--- src/verilog/dcache_bus_pkg.sv ---
package dcache_bus_pkg;

    // cpu and memory bus widths
    localparam int WORD_W     = 32;
    localparam int LINE_WORDS = 8;

    // byte address
    typedef logic [31:0] addr_t;

    // data word on the cpu side
    typedef logic [WORD_W-1:0] word_t;

    // one select per byte of a word
    typedef logic [WORD_W/8-1:0] strb_t;

    // full cache line, word 0 in the low bits
    typedef logic [LINE_WORDS*WORD_W-1:0] line_t;

endpackage
--- src/verilog/dcache_victim_buf.sv ---
module dcache_victim_buf (
    input  logic                  clk,
    input  logic                  rst,
    input  logic                  push_i,
    input  dcache_bus_pkg::addr_t addr_i,
    input  dcache_bus_pkg::line_t line_i,
    output logic                  busy_o,
    input  logic                  mem_bvalid_i,
    output logic                  mem_wen_o,
    output dcache_bus_pkg::addr_t mem_awaddr_o,
    output dcache_bus_pkg::line_t mem_wdata_o
);

    logic                  busy_q;
    dcache_bus_pkg::addr_t addr_q;
    dcache_bus_pkg::line_t line_q;

    // occupancy, filled at the refill edge, freed by the write response
    always_ff @(posedge clk) begin
        if (rst) begin
            busy_q <= 1'b0;
        end else if (push_i) begin
            busy_q <= 1'b1;
        end else if (mem_bvalid_i) begin
            busy_q <= 1'b0;
        end
    end

    // dirty line and its line address
    always_ff @(posedge clk) begin
        if (push_i) begin
            addr_q <= addr_i;
            line_q <= line_i;
        end
    end

    assign busy_o       = busy_q;
    assign mem_wen_o    = busy_q;
    assign mem_awaddr_o = addr_q;
    assign mem_wdata_o  = line_q;

    // a write response belongs to the line held here
    a_bvalid_when_busy: assert property (
        @(posedge clk) disable iff (rst) mem_bvalid_i |-> busy_q
    ) else $error("write response with no victim line pending");

endmodule

--- config.mk ---
export PLATFORM = sky130hd
export DESIGN_NAME = dcache_victim_buf
export DESIGN_NICKNAME = d
export VERILOG_FILES = /design/src/verilog/dcache_bus_pkg.sv /design/src/verilog/dcache_victim_buf.sv
export SDC_FILE = /design/constraint.sdc
export NUM_CORES = 1
export LEC_CHECK = 0
export BUFFER_PORTS_ARGS = -buffer_cell sky130_fd_sc_hd__buf_2
export CORE_AREA = 2 2 227 229
export CTS_BUF_LIST = sky130_fd_sc_hd__clkbuf_16
export DETAILED_ROUTE_END_ITERATION = 10
export DIE_AREA = 0 0 229 231
export GPL_TIMING_DRIVEN = 0
export SLEW_MARGIN = 5
export SYNTH_ARGS = -nofsm -noshare
export SYNTH_HDL_FRONTEND = slang
export SYNTH_SLANG_ARGS = --single-unit
export TNS_END_PERCENT = 50
--- constraint.sdc ---
create_clock -name clk -period 0.8 [get_ports clk]
set_input_delay 0.04 -clock clk [delete_from_list [all_inputs] [get_ports clk]]
set_output_delay 0.04 -clock clk [all_outputs]
set_load 0.005 [all_outputs]
==> impl_summary.md, run 1 <==
Die
The placeable core region is 0.0507 mm². The die covers between 0.05 and 0.06 mm². The floorplan step set the die height to about 230 µm.

The die extent in x is between 200 and 250 µm. The initialized floorplan defines 83 standard-cell rows. For this design the top-level I/O count stands at about 580. The initial utilization of the core area, before any placement, comes to 17.2%.

Global routing
The number of global-route vias before repair came to 7,257. The total grt overflow is 0. The global-route usage over all layers is 10.9%. Entering global routing, the biggest net connects 123 pins.

The initial antenna violation count is 1. The first global-routing pass estimated 43,100 µm of wire.

Pwr
In this run switching power makes up 21.3% of total power. The share of total power in sequential cells is between 40 and 50%. IR analysis of the VDD net gives a maximum drop of 0.00232 V.

The switching power of the nets is slightly below 8 mW. The internal power is 29.5 mW. The proportion of power drawn by the clock network is roughly 41%.

For this design the ratio of total power to cell area is 2250 mW/mm². For this design the static power due to leakage is around 7 nW. In this run, the combinational gates consume 10.0% of the power.

Synth
Summing the sequential cell areas from Yosys gives around 100% of the chip area. The cell type with the highest aggregate area in the netlist is sky130_fd_sc_hd__edfxtp_1. The share of synthesized flip-flops with an asynchronous set or reset is 0%. Counting flops and latches in the post-synthesis netlist gives 289. The distinct cell type count after synthesis is 6. For this run, the number of Yosys warnings is 0. The area share of the leading cell type in the synthesized netlist is 99.5%. Synthesis produced a netlist whose cell count is 293. Among all flip-flop cells after synthesis, the most frequent one is sky130_fd_sc_hd__edfxtp_1.

Yosys mapped a number of flops with a built-in enable equal to 288. In this run the cell area of the synthesized design comes to 0.00869 mm². A synthesized cell averages 29.7 µm². Synthesis produced a netlist with a net count of 585. By area the synthesized netlist is led by sky130_fd_sc_hd__edfxtp_1 (99%), sky130_fd_sc_hd__dfxtp_1 (0.23%), sky130_fd_sc_hd__a21oi_2 (0.10%), sky130_fd_sc_hd__buf_4 (0.086%), sky130_fd_sc_hd__nand2b_1 (0.072%). sky130_fd_sc_hd__edfxtp_1 is the most common cell in the netlist.

Final layout
The post-route netlist has 51.5% of its cells at a drive strength greater than 1. Summing all multi-input logic gate instances after layout gives roughly 15 µm². Counting the fill cells in the layout gives between 4,000 and 5,000. The net count of the finished layout is around 1,500.

The area growth from synthesis to layout is 90.9%. The register area is 0.00867 mm².

Drt
The overall via count from detail_route is 6,571. The total length of routed wires is 30,200 µm. The first detailed-routing pass ran for 5 iterations. The count of antenna-violating nets left after detailed routing is 0. After the first detailed-routing iteration, the DRC count stood at 208.

The mean routed wirelength per cell is 15.8 µm. Dividing the detail-routed via count by the number of cells gives 3.45. For this run, design rule violations remaining after detail routing come to 0.

Worst setup path
The capture point of the worst reg-to-reg path is busy_o. In this design, the largest share of critical-path delay is due to flip-flops. The slowest library cell on the worst path is sky130_fd_sc_hd__edfxtp_1. Counting both buffers and inverters, the worst setup path holds a total of 1. The depth of the worst register-to-register path is 2. The number of cells on the critical path is 1. At the worst endpoint, the required time is 760 ps.

In this run the worst setup path terminates at mem_wdata_o[140]. The launch point of the worst path is mem_wdata_o[140]. The critical path goes through buf_2.

The largest incremental delay on the critical path is 460 ps. For flop-to-flop paths, the worst setup slack is 150 ps. Of all nets on the critical path, the largest fanout is 1.

The worst setup path is captured at an output pin. The arrival time at the worst endpoint is 1150 ps. The startpoint identified for the worst register-to-register timing path is busy_o. The critical path in this run is classified as register to output pin. The critical path startpoint category is a register.

Clock tree
In this run the deepest clock path goes through 3 buffers. The number of levels the H-tree was split into is 2. The total CTS buffers is 34. The later pin in the worst-skew pair is clocked with a latency of 520 ps.

Counting every sink on the clock net gives 289. The clock tree from TritonCTS is built. The clock transition at the registers of the reported paths is 60 ps. The quantity of hold-fixing buffers added after cts is 290. Clock tree synthesis selected as its root buffer the cell sky130_fd_sc_hd__clkbuf_16.

STA
Of the available clock period, the critical path in the final layout requires 148%. The number of hold violations in the final report is 54. For the final routed database, the setup TNS stands at -75,870 ps. The tightest hold path in the finished design has a slack of -70.2 ps. Derived from the worst setup path, the maximum achievable clock frequency is about 840 MHz. Setup violations remaining at the end of the flow were counted as between 200 and 300. The max-slew violation total from the final report is 0. The worst slew slack as a fraction of its limit is ~52%. At the pin with the least slew margin, the transition time is a little over 700 ps.

The post-route clock skew is 0 ps. The time the final worst path needs with I/O delays and setup is between 1000 and 1500 ps. The least setup slack across all paths after layout is -387 ps. Setup repair after global routing could not meet its margin everywhere.

Placement
Port buffering added 581 buffers. OpenSTA, run right after detailed placement, puts the worst setup slack at -616 ps. The wire-length estimate of the detail-placed layout is 20,100 µm. The placer's final routability congestion estimate is 0.790.

Outcome
The run finished, with violations left. The checks that failed: negative hold slack, negative setup slack.

Hold path
The type of the most critical hold path is input pin to register.

Run
The max capacitance violation total is 0.
==> layer usage <==
metal | part of all wire (%) | track usage (%) | vias up
li1 | - | - | 3018
met5 | 0 | 0 | -
met4 | 2.8 | 3.96 | 0
met1 | 36 | 11.5 | 3140
met2 | 51 | 19.0 | 358
met3 | 10 | 4.90 | 55
==> state kept, by name (all words and copies together) (netlist names) <==
name / cells
busy_o: 1
mem_awaddr_o: 32
mem_wdata_o: 256
==> placed cells by master (no fill, tap or decap), types with 2 or more instances in the layout <==
cell type,instances
sky130_fd_sc_hd__edfxtp_1,288
sky130_fd_sc_hd__bufinv_16,4
sky130_fd_sc_hd__inv_6,2
sky130_fd_sc_hd__inv_1,7
sky130_fd_sc_hd__clkinvlp_4,3
sky130_fd_sc_hd__buf_2,571
sky130_fd_sc_hd__buf_16,3
sky130_fd_sc_hd__buf_6,10
sky130_fd_sc_hd__dlygate4sd3_1,290
sky130_fd_sc_hd__clkinv_1,9
sky130_fd_sc_hd__clkbuf_16,35
==> area by class of cell <==
| class | count | area share [%] |
|---|---|---|
| repair buffers | 873 | 35.8 |
| multi-input cells | 2 | 0.0905 |
| well taps | 680 | 5.13 |
| clock buffers | 35 | 5.28 |
| clock inverters | 25 | 1.33 |
| inverters | 1 | 0.0226 |
| diodes | 1 | 0.0151 |
| plain buffers | 1 | 0.0679 |
| flip-flops and latches | 289 | 52.2 |
==> metrics by stage <==
| stage | power (mW) | instance area (µm²) | instances | hold WS [ps] | util [%] |
|---|---|---|---|---|---|
| floorplan | 18.8 | 8690 | 293 | 102 | - |
| global placement | 21.2 | 12500 | 1554 | 203 | 24.6 |
| detailed placement | 21.2 | 12500 | 1556 | 218 | 24.7 |
| CTS | 38.0 | 16600 | 1906 | -124 | 32.7 |
| global route | 38.9 | 16600 | 1907 | -99.4 | 32.7 |
| finish | 37.4 | 16600 | 1907 | -70.2 | 32.7 |
==> cells by family (layout without fill, tap and decap cells) <==
| logic type | Yosys count | count (layout) | synth area share [%] |
|---|---|---|---|
| simple gates | 1 | 1 | 0.0720 |
| buf+inv | 2 | 935 | 0.130 |
| flops | 289 | 289 | 99.7 |
| other cells | 0 | 1 | 0 |
| compound gates | 1 | 1 | 0.101 |
==> worst register-to-register path: stages (launching register included) <==
cell	delay (ps)
sky130_fd_sc_hd__dfxtp_2	360
sky130_fd_sc_hd__nand2b_1	90
sky130_fd_sc_hd__a21oi_2	130
==> power by group through the flow <==
stage          Combinational, mW  Clock [mW]  Sequential, mW
2_1_floorplan             0.0105           0            18.8
3_5_place_dp                2.58           0            18.7
6_report                    3.74        15.3            18.4
4_1_cts                     3.73        15.9            18.4
5_1_grt                     4.03        16.4            18.5
3_3_place_gp                2.49           0            18.7
==> timing repair <==
action / 4_1_cts / 5_1_grt
endpoints found under the setup margin: 406 / 346
buffers inserted: 0 / 0
pin swaps: 0 / 0
hold endpoints to repair: 343 / 54
gates resized for setup: 11 / 9
==> worst min path at each step <==
stage | startpoint | to | cells after the start
after floorplan | rst | busy_o | 1
after global placement | rst | busy_o | 2
after detailed placement | line_i[70] | mem_wdata_o[70] | 1
after CTS | push_i | mem_awaddr_o[0] | 1
after global routing | push_i | mem_wdata_o[136] | 1
final | push_i | mem_awaddr_o[0] | 1
(Power assumes the default switching activity.)
==> inputs of run 2 (changes only) <==
--- a/config.mk
+++ b/config.mk
@@ -6,10 +6,10 @@
 export NUM_CORES = 1
 export LEC_CHECK = 0
 export BUFFER_PORTS_ARGS = -buffer_cell sky130_fd_sc_hd__buf_2
-export CORE_AREA = 2 2 227 229
+export CORE_AREA = 2 2 228 230
 export CTS_BUF_LIST = sky130_fd_sc_hd__clkbuf_16
 export DETAILED_ROUTE_END_ITERATION = 10
-export DIE_AREA = 0 0 229 231
+export DIE_AREA = 0 0 230 232
 export GPL_TIMING_DRIVEN = 0
 export SLEW_MARGIN = 5
 export SYNTH_ARGS = -nofsm -noshare
==> impl_summary.md, run 2 (synthesis results as in run 1) <==
STA
Setup repair after global routing could not meet its margin everywhere. The transition time at the pin with the least slew margin is 715 ps. The final-report setup violation count is roughly 320. The least setup slack across all paths after layout is -381 ps.

Across all hold checks on the routed design, the worst slack comes to -59.7 ps. Of the available clock period, the critical path in the final layout requires 148%. The smallest clock period supported by the final layout is computed as 1180 ps. The worst slew slack as a fraction of its limit is between 50% and 60%.

Across the routed clock network, the largest skew measured is 0 ps. Based on the critical path, the design can be clocked at up to 847 MHz. The max-slew violation total from the final report is 0. The number of hold violations in the final report is 57.

Die
The overall die height is 232 µm. The placeable core region is approximately 0.051 mm². The number of top-level design ports is 582. Once the floorplan was initialized, standard cells occupied 17.1% of the core.

The die covers 0.0534 mm². After floorplanning, the core was divided into 83 placement rows. The floorplan step set the die width to 230 µm.

Pwr
The combinational power share is between 10% and 20%. The internal power of the cells totals 29.4 mW. The proportion of power drawn by the clock network is 40.8%. Per report_power, the sequential group accounts for 49.2% of the total. Across the VDD grid, the largest voltage drop is 0.00173 V. The leakage power of the design is 6.93 nW.

The power per unit of standard cell area is 2250 mW/mm². Of the total power, the share spent switching nets is 21.2%. The switching power of the nets is approximately 7.9 mW.

Worst setup path
The startpoint of the lowest-slack register-to-register path is busy_o. By startpoint and endpoint, the worst setup path is classified as register to output pin. The slowest stage of the critical path is the sky130_fd_sc_hd__edfxtp_1 cell. The worst setup path is captured at an output pin.

The number of buffer and inverter instances along the worst setup path is 1. STA puts the critical path data required time at about 760 ps. The largest incremental delay on the critical path is 450 ps. The family of cells with the greatest summed delay on the critical path is flip-flops. The top fanout value on the critical path is 1. STA classifies the critical path startpoint as a register. STA puts the critical path data arrival time at 1140 ps. Counting cells, the worst reg-to-reg path comes to 2.

The signal on the critical path passes through buf_2. The capture point of the worst reg-to-reg path is busy_o. The minimum setup slack among reg-to-reg paths is 160 ps.

Final layout
After filler insertion, the fill cell instance count of the layout stands at around 4,900. Leaving out fill and tap cells, the most frequent cell in the layout is sky130_fd_sc_hd__buf_2. Summing all flip-flop and latch instances after layout gives 0.00867 mm².

The finished layout holds approximately 1,900 standard cells, fillers aside. The number of nets in the final layout is 1,495. At the end of the flow the core is filled with cells to 32.6%. The area growth from synthesis to layout is 90.8%. The top cell types in the final layout, fill and taps aside, are sky130_fd_sc_hd__buf_2 (573), sky130_fd_sc_hd__dlygate4sd3_1 (291), sky130_fd_sc_hd__edfxtp_1 (288). The multi-input combinational cells in the finished layout cover a total of 15.0 µm². The fraction of final layout cells with drive strength greater than 1 is between 50 and 60%. The register with the most flip-flops in the layout has 256 of them.

Hold path
The end of the worst hold path is mem_wdata_o[217]. The type of the most critical hold path is input pin to register. The worst hold path begins at push_i. Along the worst hold path, the cell count comes to 1.

Drt
The overall via count from detail_route is 6,580. The total length of routed wires is 30,200 µm. The post-route DRC violation count is 0. In the final routed layout, each cell accounts on average for 15.8 µm. The mean number of vias per cell is roughly 3.5. The count of antenna-violating nets left after detailed routing is 0. In this run, the number of DRC markers left after iteration 0 of detailed routing was 236.

The count of TritonRoute iterations in the first routing pass is 4.

Outcome
The final reports fail on negative hold slack, negative setup slack. The run finished, with violations left.

Placement
The number of instances in the placed design is 1,556. The placer's final routability congestion estimate is ~0.77. The worst slack at placement is -660 ps. Detailed placement finished with a half-perimeter wire length of 20,000 µm.

The number of I/O port buffers is 581.

Global routing
The first-pass GRT wire length is 41,800 µm. The number of global-route vias before repair is about 7,000. The initial antenna violation count is 2. The global-route usage over all layers is 10.6%. The maximum number of pins on one net before global-route repair is 123. Global routing finished with a remaining overflow of 0.

Clock tree
In this run the post-CTS setup repair buffer count came out at 0. The clock root buffer is sky130_fd_sc_hd__clkbuf_16. The clock tree synthesis step divided the H-tree into 2 levels. The clock tree from TritonCTS is built. The clock net in this run drives a total of 289 sinks. The maximum buffer depth of the clock tree is 3. The total CTS buffers is 34. The quantity of hold-fixing buffers added after cts is 291. The later pin in the worst-skew pair is clocked with a latency of 510 ps. Clock-pin slew was measured on the worst setup and hold paths at 60 ps.

Run
Across the run, the number of max-cap violations was 0.
-- run 2: repair_timing --
action	4_1_cts	5_1_grt
pin swaps	0	0
setup endpoints to repair	471	378
resized for setup	14	3
hold endpoints to repair	346	57
-- run 2: power groups by stage --
stage | clock network, mW | logic [mW] | registers [mW]
final | 15.2 | 3.74 | 18.4
after global routing | 16.4 | 4.02 | 18.5
after CTS | 15.9 | 3.73 | 18.4
after detailed placement | 0 | 2.57 | 18.6
after global placement | 0 | 2.49 | 18.7
after floorplan | 0 | 0.0105 | 18.8
-- run 2: how the worst max path moves through the flow --
stage | start | end | slack (ps) | depth (start not counted)
after floorplan | busy_o | busy_o | 210 | 2
after global placement | push_i | mem_wdata_o[200] | -4270 | 1
after detailed placement | push_i | mem_wdata_o[208] | -660 | 2
after CTS | mem_awaddr_o[10] | mem_awaddr_o[10] | -450 | 1
after global routing | mem_awaddr_o[10] | mem_awaddr_o[10] | -430 | 1
final | mem_awaddr_o[10] | mem_awaddr_o[10] | -380 | 1
-- run 2: layout make-up --
type | count | share of cell area (%)
inverters | 1 | 0.0226
well taps | 680 | 5.13
multi-input cells | 2 | 0.0905
plain buffers | 1 | 0.0679
repair buffers | 874 | 35.8
flip-flops and latches | 289 | 52.3
diodes | 2 | 0.0302
clock inverters | 22 | 1.30
clock buffers | 35 | 5.28
-- run 2: through the flow --
stage	power, mW	instance area, µm²	hold slack (ps)	TNS, ps
floorplan	18.8	8690	102	0
global placement	21.2	12500	204	-1220200
detailed placement	21.2	12500	203	-143440
CTS	38.0	16600	-108	-90010
global route	38.9	16600	-74.8	-93210
finish	37.4	16600	-59.7	-75440
-- run 2: metal layers --
layer / vias up / share of wire [%] / global-route usage [%]
met1: 3132 / 35 / 10.5
met2: 376 / 52 / 19.3
met5: - / 0 / 0
met3: 47 / 10 / 4.72
li1: 3025 / - / -
met4: 0 / 2.5 / 4.11
