## config.mk

```make
export PLATFORM = sky130hd
export DESIGN_NAME = dcache_ctrl_flat
export DESIGN_NICKNAME = d
export VERILOG_FILES = /design/src/verilog/dcache_geom_pkg.sv /design/src/verilog/dcache_bus_pkg.sv /design/src/verilog/dcache_array_if.sv /design/src/verilog/dcache_ctrl.sv /design/src/flat_wrapper.sv
export SDC_FILE = /design/constraint.sdc
export NUM_CORES = 1
export LEC_CHECK = 0
export ABC_AREA = 1
export BUFFER_PORTS_ARGS = -buffer_cell sky130_fd_sc_hd__buf_2
export CELL_PAD_IN_SITES_DETAIL_PLACEMENT = 1
export CELL_PAD_IN_SITES_GLOBAL_PLACEMENT = 1
export CORE_AREA = 2 2 593 595
export DETAILED_ROUTE_END_ITERATION = 16
export DIE_AREA = 0 0 595 597
export PLACE_DENSITY_LB_ADDON = 0.1
export SYNTH_ARGS = -nofsm -noshare
export SYNTH_HDL_FRONTEND = slang
export SYNTH_SLANG_ARGS = --single-unit
```

## constraint.sdc

```tcl
create_clock -name clk -period 5.81 [get_ports clk]
set_input_delay 0.2905 -clock clk [delete_from_list [all_inputs] [get_ports clk]]
set_output_delay 0.2905 -clock clk [all_outputs]
set_load 0.01 [all_outputs]
```

## src/verilog/dcache_geom_pkg.sv

```systemverilog
package dcache_geom_pkg;

    // address split, low to high: byte in word, word in line, set index, tag
    localparam int WORD_OFF_W = 2;
    localparam int LINE_OFF_W = 3;
    localparam int OFFSET_W   = WORD_OFF_W + LINE_OFF_W;

    // associativity
    localparam int NUM_WAYS = 2;

    // way number, also the lru entry of a set
    typedef logic [0:0] way_t;

    // one bit per way, for valid, dirty and write enables
    typedef logic [NUM_WAYS-1:0] way_vec_t;

endpackage

```

## src/verilog/dcache_bus_pkg.sv

```systemverilog
package dcache_bus_pkg;

    // cpu and memory bus widths
    localparam int WORD_W     = 32;
    localparam int LINE_WORDS = 8;

    // byte address
    typedef logic [31:0] addr_t;

    // data word on the cpu side
    typedef logic [WORD_W-1:0] word_t;

    // one select per byte of a word
    typedef logic [WORD_W/8-1:0] strb_t;

    // full cache line, word 0 in the low bits
    typedef logic [LINE_WORDS*WORD_W-1:0] line_t;

endpackage
```

## src/verilog/dcache_array_if.sv

```systemverilog
// read port of both ways
interface way_rd_if #(
    parameter int INDEX_W = 7
);
    localparam int TAG_W =
        $bits(dcache_bus_pkg::addr_t) - INDEX_W - dcache_geom_pkg::OFFSET_W;

    logic                                                  rd_en;
    logic [INDEX_W-1:0]                                    rd_index;
    logic [dcache_geom_pkg::NUM_WAYS-1:0][TAG_W-1:0]       rd_tag;
    dcache_bus_pkg::line_t [dcache_geom_pkg::NUM_WAYS-1:0] rd_line;

    modport ctrl (output rd_en, output rd_index, input rd_tag, input rd_line);
    modport store (input rd_en, input rd_index, output rd_tag, output rd_line);
endinterface

// write port, whole line plus tag into the enabled way
interface way_wr_if #(
    parameter int INDEX_W = 7
);
    localparam int TAG_W =
        $bits(dcache_bus_pkg::addr_t) - INDEX_W - dcache_geom_pkg::OFFSET_W;

    dcache_geom_pkg::way_vec_t wr_way_en;
    logic [INDEX_W-1:0]        wr_index;
    logic [TAG_W-1:0]          wr_tag;
    dcache_bus_pkg::line_t     wr_line;

    modport ctrl (output wr_way_en, output wr_index, output wr_tag, output wr_line);
    modport store (input wr_way_en, input wr_index, input wr_tag, input wr_line);
endinterface

```

## src/verilog/dcache_ctrl.sv

```systemverilog
module dcache_ctrl #(
    parameter int INDEX_W = 7
) (
    input  logic                      clk,
    input  logic                      rst,
    input  logic                      cpu_rreq_i,
    input  logic                      cpu_wreq_i,
    input  dcache_bus_pkg::addr_t     cpu_addr_i,
    input  dcache_bus_pkg::word_t     cpu_wdata_i,
    input  dcache_bus_pkg::strb_t     cpu_wsel_i,
    output logic                      cpu_rdata_valid_o,
    output dcache_bus_pkg::word_t     cpu_rdata_o,
    output logic                      stall_o,
    input  logic                      mem_rvalid_i,
    input  dcache_bus_pkg::line_t     mem_rdata_i,
    output logic                      mem_ren_o,
    output dcache_bus_pkg::addr_t     mem_araddr_o,
    way_rd_if.ctrl                    rd,
    way_wr_if.ctrl                    wr,
    input  dcache_geom_pkg::way_vec_t valid_i,
    input  dcache_geom_pkg::way_vec_t dirty_i,
    input  dcache_geom_pkg::way_t     lru_way_i,
    output logic                      hit_o,
    output dcache_geom_pkg::way_t     hit_way_o,
    output logic                      refill_o,
    output logic                      write_o,
    output logic                      victim_push_o,
    output dcache_bus_pkg::addr_t     victim_addr_o,
    output dcache_bus_pkg::line_t     victim_line_o,
    input  logic                      victim_busy_i
);

    localparam int ADDR_W = $bits(dcache_bus_pkg::addr_t);
    localparam int WORD_W = $bits(dcache_bus_pkg::word_t);
    localparam int OFF_W  = dcache_geom_pkg::OFFSET_W;
    localparam int TAG_W  = ADDR_W - INDEX_W - OFF_W;

    logic                                     s2_rreq;
    logic                                     s2_wreq;
    dcache_bus_pkg::addr_t                    s2_addr;
    dcache_bus_pkg::word_t                    s2_wdata;
    dcache_bus_pkg::strb_t                    s2_wsel;
    logic [INDEX_W-1:0]                       s2_index;
    logic [TAG_W-1:0]                         s2_tag;
    logic [dcache_geom_pkg::LINE_OFF_W-1:0]   s2_word;
    logic                                     s2_req;
    dcache_geom_pkg::way_vec_t                hit_vec;
    logic                                     hit;
    logic                                     miss;
    dcache_geom_pkg::way_t                    hit_way;
    dcache_geom_pkg::way_t                    fill_way;
    dcache_bus_pkg::line_t                    base_line;
    dcache_bus_pkg::line_t                    merged_line;
    dcache_bus_pkg::word_t                    base_word;
    dcache_bus_pkg::word_t                    wmask;

    ////////////////////////////////////////////////////////////////////////////
    // stage 2 request register, held during a stall
    ////////////////////////////////////////////////////////////////////////////

    always_ff @(posedge clk) begin
        if (rst) begin
            s2_rreq <= 1'b0;
            s2_wreq <= 1'b0;
        end else if (!stall_o) begin
            s2_rreq <= cpu_rreq_i;
            s2_wreq <= cpu_wreq_i;
        end
    end

    always_ff @(posedge clk) begin
        if (!stall_o) begin
            s2_addr  <= cpu_addr_i;
            s2_wdata <= cpu_wdata_i;
            s2_wsel  <= cpu_wsel_i;
        end
    end

    assign s2_index = s2_addr[OFF_W +: INDEX_W];
    assign s2_tag   = s2_addr[OFF_W + INDEX_W +: TAG_W];
    assign s2_word  = s2_addr[dcache_geom_pkg::WORD_OFF_W +: dcache_geom_pkg::LINE_OFF_W];
    assign s2_req   = s2_rreq | s2_wreq;

    // stage 1 array read, frozen on the stalled set
    assign rd.rd_en    = ~stall_o;
    assign rd.rd_index = stall_o ? s2_index : cpu_addr_i[OFF_W +: INDEX_W];

    ////////////////////////////////////////////////////////////////////////////
    // hit check, write merge and read data
    ////////////////////////////////////////////////////////////////////////////

    always_comb begin
        for (int w = 0; w < dcache_geom_pkg::NUM_WAYS; w++) begin
            hit_vec[w] = valid_i[w] && (rd.rd_tag[w] == s2_tag);
        end
    end

    assign hit      = s2_req && (|hit_vec);
    assign miss     = s2_req && !(|hit_vec);
    assign hit_way  = hit_vec[1];
    assign fill_way = lru_way_i;

    // refill data replaces the array line in the pulse cycle
    assign base_line = miss ? mem_rdata_i : rd.rd_line[hit_way];
    assign base_word = base_line[s2_word*WORD_W +: WORD_W];

    always_comb begin
        for (int b = 0; b < $bits(dcache_bus_pkg::strb_t); b++) begin
            wmask[8*b +: 8] = {8{s2_wsel[b]}};
        end
    end

    always_comb begin
        merged_line = base_line;
        if (s2_wreq) begin
            merged_line[s2_word*WORD_W +: WORD_W] = (s2_wdata & wmask) | (base_word & ~wmask);
        end
    end

    assign cpu_rdata_o       = base_word;
    assign cpu_rdata_valid_o = s2_rreq && (hit || refill_o);

    ////////////////////////////////////////////////////////////////////////////
    // array writes, miss path and victim hand-off
    ////////////////////////////////////////////////////////////////////////////

    assign refill_o = miss && mem_rvalid_i;

    always_comb begin
        wr.wr_way_en = '0;
        if (refill_o) begin
            wr.wr_way_en[fill_way] = 1'b1;
        end else if (hit && s2_wreq) begin
            wr.wr_way_en[hit_way] = 1'b1;
        end
    end

    assign wr.wr_index = s2_index;
    assign wr.wr_tag   = s2_tag;
    assign wr.wr_line  = merged_line;

    assign hit_o     = hit;
    assign hit_way_o = hit_way;
    assign write_o   = s2_wreq;

    // memory read waits for an empty victim buffer
    assign stall_o      = miss && !mem_rvalid_i;
    assign mem_ren_o    = stall_o && !victim_busy_i;
    assign mem_araddr_o = {s2_addr[ADDR_W-1:OFF_W], {OFF_W{1'b0}}};

    // replaced line still sits on the held array read
    assign victim_push_o = refill_o && valid_i[fill_way] && dirty_i[fill_way];
    assign victim_addr_o = {rd.rd_tag[fill_way], s2_index, {OFF_W{1'b0}}};
    assign victim_line_o = rd.rd_line[fill_way];

    a_one_way_hit: assert property (
        @(posedge clk) disable iff (rst) s2_req |-> $onehot0(hit_vec)
    ) else $error("tag found in both ways of a set");

    // no write-back can start under an outstanding refill read
    a_ren_no_victim: assert property (
        @(posedge clk) disable iff (rst) mem_ren_o |=> !victim_busy_i
    ) else $error("victim buffer filled while a refill read was pending");

    a_push_when_free: assert property (
        @(posedge clk) disable iff (rst) victim_push_o |-> !victim_busy_i
    ) else $error("victim pushed into a full buffer");

endmodule

```

## src/flat_wrapper.sv

```systemverilog
// flat-port wrapper written by rule: the top's interface ports become plain ports
module dcache_ctrl_flat 
#(
    parameter int INDEX_W = 7
)
  (clk, rst, cpu_rreq_i, cpu_wreq_i, cpu_addr_i, cpu_wdata_i, cpu_wsel_i, cpu_rdata_valid_o, cpu_rdata_o, stall_o, mem_rvalid_i, mem_rdata_i, mem_ren_o, mem_araddr_o, valid_i, dirty_i, lru_way_i, hit_o, hit_way_o, refill_o, write_o, victim_push_o, victim_addr_o, victim_line_o, victim_busy_i, rd_rd_en, rd_rd_index, rd_rd_tag, rd_rd_line, wr_wr_way_en, wr_wr_index, wr_wr_tag, wr_wr_line);
  way_rd_if #(.INDEX_W(INDEX_W)) rd_i ();
  way_wr_if #(.INDEX_W(INDEX_W)) wr_i ();
  input  logic clk;
  input  logic rst;
  input  logic cpu_rreq_i;
  input  logic cpu_wreq_i;
  input  dcache_bus_pkg::addr_t cpu_addr_i;
  input  dcache_bus_pkg::word_t cpu_wdata_i;
  input  dcache_bus_pkg::strb_t cpu_wsel_i;
  output logic cpu_rdata_valid_o;
  output dcache_bus_pkg::word_t cpu_rdata_o;
  output logic stall_o;
  input  logic mem_rvalid_i;
  input  dcache_bus_pkg::line_t mem_rdata_i;
  output logic mem_ren_o;
  output dcache_bus_pkg::addr_t mem_araddr_o;
  input  dcache_geom_pkg::way_vec_t valid_i;
  input  dcache_geom_pkg::way_vec_t dirty_i;
  input  dcache_geom_pkg::way_t lru_way_i;
  output logic hit_o;
  output dcache_geom_pkg::way_t hit_way_o;
  output logic refill_o;
  output logic write_o;
  output logic victim_push_o;
  output dcache_bus_pkg::addr_t victim_addr_o;
  output dcache_bus_pkg::line_t victim_line_o;
  input  logic victim_busy_i;
  output wire logic [$bits(rd_i.rd_en)-1:0] rd_rd_en;
  output wire logic [$bits(rd_i.rd_index)-1:0] rd_rd_index;
  input wire logic [$bits(rd_i.rd_tag)-1:0] rd_rd_tag;
  input wire logic [$bits(rd_i.rd_line)-1:0] rd_rd_line;
  output wire logic [$bits(wr_i.wr_way_en)-1:0] wr_wr_way_en;
  output wire logic [$bits(wr_i.wr_index)-1:0] wr_wr_index;
  output wire logic [$bits(wr_i.wr_tag)-1:0] wr_wr_tag;
  output wire logic [$bits(wr_i.wr_line)-1:0] wr_wr_line;
  assign rd_rd_en = rd_i.rd_en;
  assign rd_rd_index = rd_i.rd_index;
  assign rd_i.rd_tag = rd_rd_tag;
  assign rd_i.rd_line = rd_rd_line;
  assign wr_wr_way_en = wr_i.wr_way_en;
  assign wr_wr_index = wr_i.wr_index;
  assign wr_wr_tag = wr_i.wr_tag;
  assign wr_wr_line = wr_i.wr_line;
  dcache_ctrl #(.INDEX_W(INDEX_W)) u_core (.clk(clk), .rst(rst), .cpu_rreq_i(cpu_rreq_i), .cpu_wreq_i(cpu_wreq_i), .cpu_addr_i(cpu_addr_i), .cpu_wdata_i(cpu_wdata_i), .cpu_wsel_i(cpu_wsel_i), .cpu_rdata_valid_o(cpu_rdata_valid_o), .cpu_rdata_o(cpu_rdata_o), .stall_o(stall_o), .mem_rvalid_i(mem_rvalid_i), .mem_rdata_i(mem_rdata_i), .mem_ren_o(mem_ren_o), .mem_araddr_o(mem_araddr_o), .rd(rd_i), .wr(wr_i), .valid_i(valid_i), .dirty_i(dirty_i), .lru_way_i(lru_way_i), .hit_o(hit_o), .hit_way_o(hit_way_o), .refill_o(refill_o), .write_o(write_o), .victim_push_o(victim_push_o), .victim_addr_o(victim_addr_o), .victim_line_o(victim_line_o), .victim_busy_i(victim_busy_i));
endmodule
```

==> qor.csv <==
metric;value;unit
FP Rows;217;
core area;348600;um^2
peak supply drop;0.1188;mV
top post-synthesis cells by area;nand2_1, nand4_1, nand3_1;
number of remaining DRC errors;0;
MaxCap Viol Count;0;
Sinks on Clock Net;68;
Layout Nets;6783;
first-pass GRT wire length;474.4;mm
Die Span Y;597;um
final setup margin;0.2082;ns
Num CTS Buffers;9;
Synth Area in XOR/XNOR;0.0008004;
Post-Layout Cell Count;10547;
GRT Total Usage;0.2093;
most common cell in the synthesized netlist;nand2_1;
final core occ;0.1083;
largest family of logic cells by synthesized area;simple AND/OR/NAND/NOR gates;
Placed Instances;10465;
vias in the first global route;39458;
Tot Pwr;0.006687;W
critical path fanouts, max;18;
number of vias per cell;3.678;
synthesized flop and latch total;68;
Root Buffer;clkbuf_16;
clk_lat worst skew;0.40;ns
Post-Syn Instances;4511;
I/O pin count;1540;
post-layout min period;5.602;ns
adder and majority cell fraction of the synthesized area;0.002859;
Seq/Total Area, Yosys;0.09239;
Fin Hold WS;0.06166;ns
CP startpoint kind;register;
final-report hold violation count;0;
Lkg Pwr;19.61;nW
Layout area overhead;72.55;%
WP data required;5.52;ns
Final Cycle Share;0.9642;
initial detailed-routing violation count;3028;
Worst setup EP type;output port;
GRT overflow;0;
RePlAce Congestion;0.8502;
async set-reset flop share out of synthesis;0;
CTS tree;done;
clk buf depth;2;
Setup Skew;0.01568;ns
H-Tree Depth;3;
Netlist Area Pre-Place;21880;um^2
unrepaired setup endpoints after global routing;yes;
Least-Margin Pin Slew;1.177;ns
R2R setup slack;1.93;ns
layout cell share with drive strength beyond 1;0.3207;
post-synthesis area per instance;4.851;um^2
largest net degree at the start of global routing;109;
multiplexer area fraction after synthesis;0;
f_max;178.5;MHz
status;complete, no violations;
most instantiated cells after synthesis;nand2_1, nand3_1, nand4_1;
EDFF count, synth;66;
arrival time of the worst setup path;5.31;ns
Synthesis Warnings;0;
# setup viols final;0;
Die X;595;um
critical path class;register to output port;
ANT nets after route;0;
DIE AREA;355200;um^2
post-DP HPWL;341.3;mm
PD cells;177.1;nW/um^2
simple-gate share of the synthesized area;0.6155;
Compound-Gate Fraction of Synth Area;0.1195;
final number of max-transition violations;0;
drt pass-1 iters;5;
initial antenna violation count;256;
clock transition at the registers of the reported paths;0.08;ns
IO Port Bufs;1527;
Netlist cell types;32;
Rel. slew slack;0.2152;
min-delay worst type;input port to register;
WL final;387.6;mm
Starting Density;0.06278;
drt wl/cell;36.75;um
worst slack at placement;-0.05000;ns
Yosys top cell area share;0.3164;
via count;38790;
Synth area leader;nand2_1;
top_reg_cell synth;edfxtp_1;
## report_power, final
part	switching, W	total (W)	leakage [nW]	internal (W)
Clock	0.000312	0.000652	0.145	0.000340
Combinational	0.00386	0.00541	18.8	0.00154
Sequential	0.0000431	0.000629	0.695	0.000586
Total	0.00422	0.00669	19.6	0.00247
## final timing paths
kind,start,to,cells past startpoint
setup / recovery,u_core.s2_addr[29]$_DFFE_PN_,wr_wr_line[119],19
hold / removal,cpu_wsel_i[1],u_core.s2_wsel[1]$_DFFE_PN_,1
setup reg to reg,u_core.s2_addr[14]$_DFFE_PN_,u_core.s2_addr[19]$_DFFE_PN_,12
hold reg to reg,u_core.s2_rreq$_SDFFE_PP0N_,u_core.s2_rreq$_SDFFE_PP0N_,2
## what timing repair did
item,CTS,global route
pin swaps,3,1
hold buffers,0,0
endpoints found under the setup margin,78,10
setup buffers,10,3
resized for setup,6,7
gates cloned,1,0
## flip-flops by register name, indices dropped and copies added (netlist names)
register         cells
u_core.s2_wdata     32
u_core.s2_addr      30
u_core.s2_wsel       4
u_core.s2_rreq       1
u_core.write_o       1
## critical path, cell delays in order (launching register included)
cell and delay (ns):
edfxtp_1 0.48, inv_1 0.12, nand2_1 0.05, o21ai_0 0.08
nor2_1 0.06, nand2_1 0.12, nor2_1 0.09, nand3_4 0.18
buf_4 0.38, nand2_1 0.17, nor2_4 0.30, nand2_1 0.17
nand3_1 0.12, nand3_1 0.48, nand3_1 0.46, nand3_1 0.18
nand2_1 0.20, nand4_1 0.39, a21oi_1 0.59, buf_2 0.23
## metrics by stage
stage                       TNS, ns  area (um^2)
after global routing      -0.005120        37660
after floorplan                   0        21920
after detailed placement   -0.08615        37120
final                             0        37760
after global placement     -0.08308        37120
after CTS                         0        37570
## area by class of cell
class | instances | area [um^2]
clock buffers | 9 | 225.2
repair buffers | 1826 | 11650
well taps | 4599 | 5754
inverters | 399 | 1525
diodes | 52 | 130.1
fillers | 43318 | 310900
multi-input cells | 3587 | 16370
flip-flops and latches | 68 | 2022
clock inverters | 7 | 82.58
## cells in the final DEF, fill, tap and decap left out, types with 52 or more instances in the layout
| cell type | Yosys | routed |
|---|---|---|
| nand2_1 | 1845 | 1841 |
| a21oi_1 | 355 | 353 |
| edfxtp_1 | 66 | 66 |
| nand4_1 | 482 | 482 |
| buf_2 | 72 | 1442 |
| buf_12 | 0 | 123 |
| nand3_1 | 519 | 512 |
| inv_1 | 385 | 380 |
| o21ai_0 | 122 | 122 |
| nor2_1 | 161 | 157 |
| diode_2 | 0 | 52 |
| buf_4 | 90 | 259 |
## cells by family (layout without fill, tap and decap cells)
family / after synthesis / count (layout)
other cells: 1 / 62
flops: 68 / 68
buf+inv: 866 / 2241
simple gates: 3056 / 3057
fa+ha+maj: 5 / 5
compound gates: 513 / 513
xor+xnor: 2 / 2
## metal layers
layer | global-route usage | share of wire
met1 | 0.2635 | 0.43
met5 | 0 | 0.0021
met2 | 0.3621 | 0.48
met4 | 0.02776 | 0.017
met3 | 0.05612 | 0.072
(Power assumes the default switching activity.)
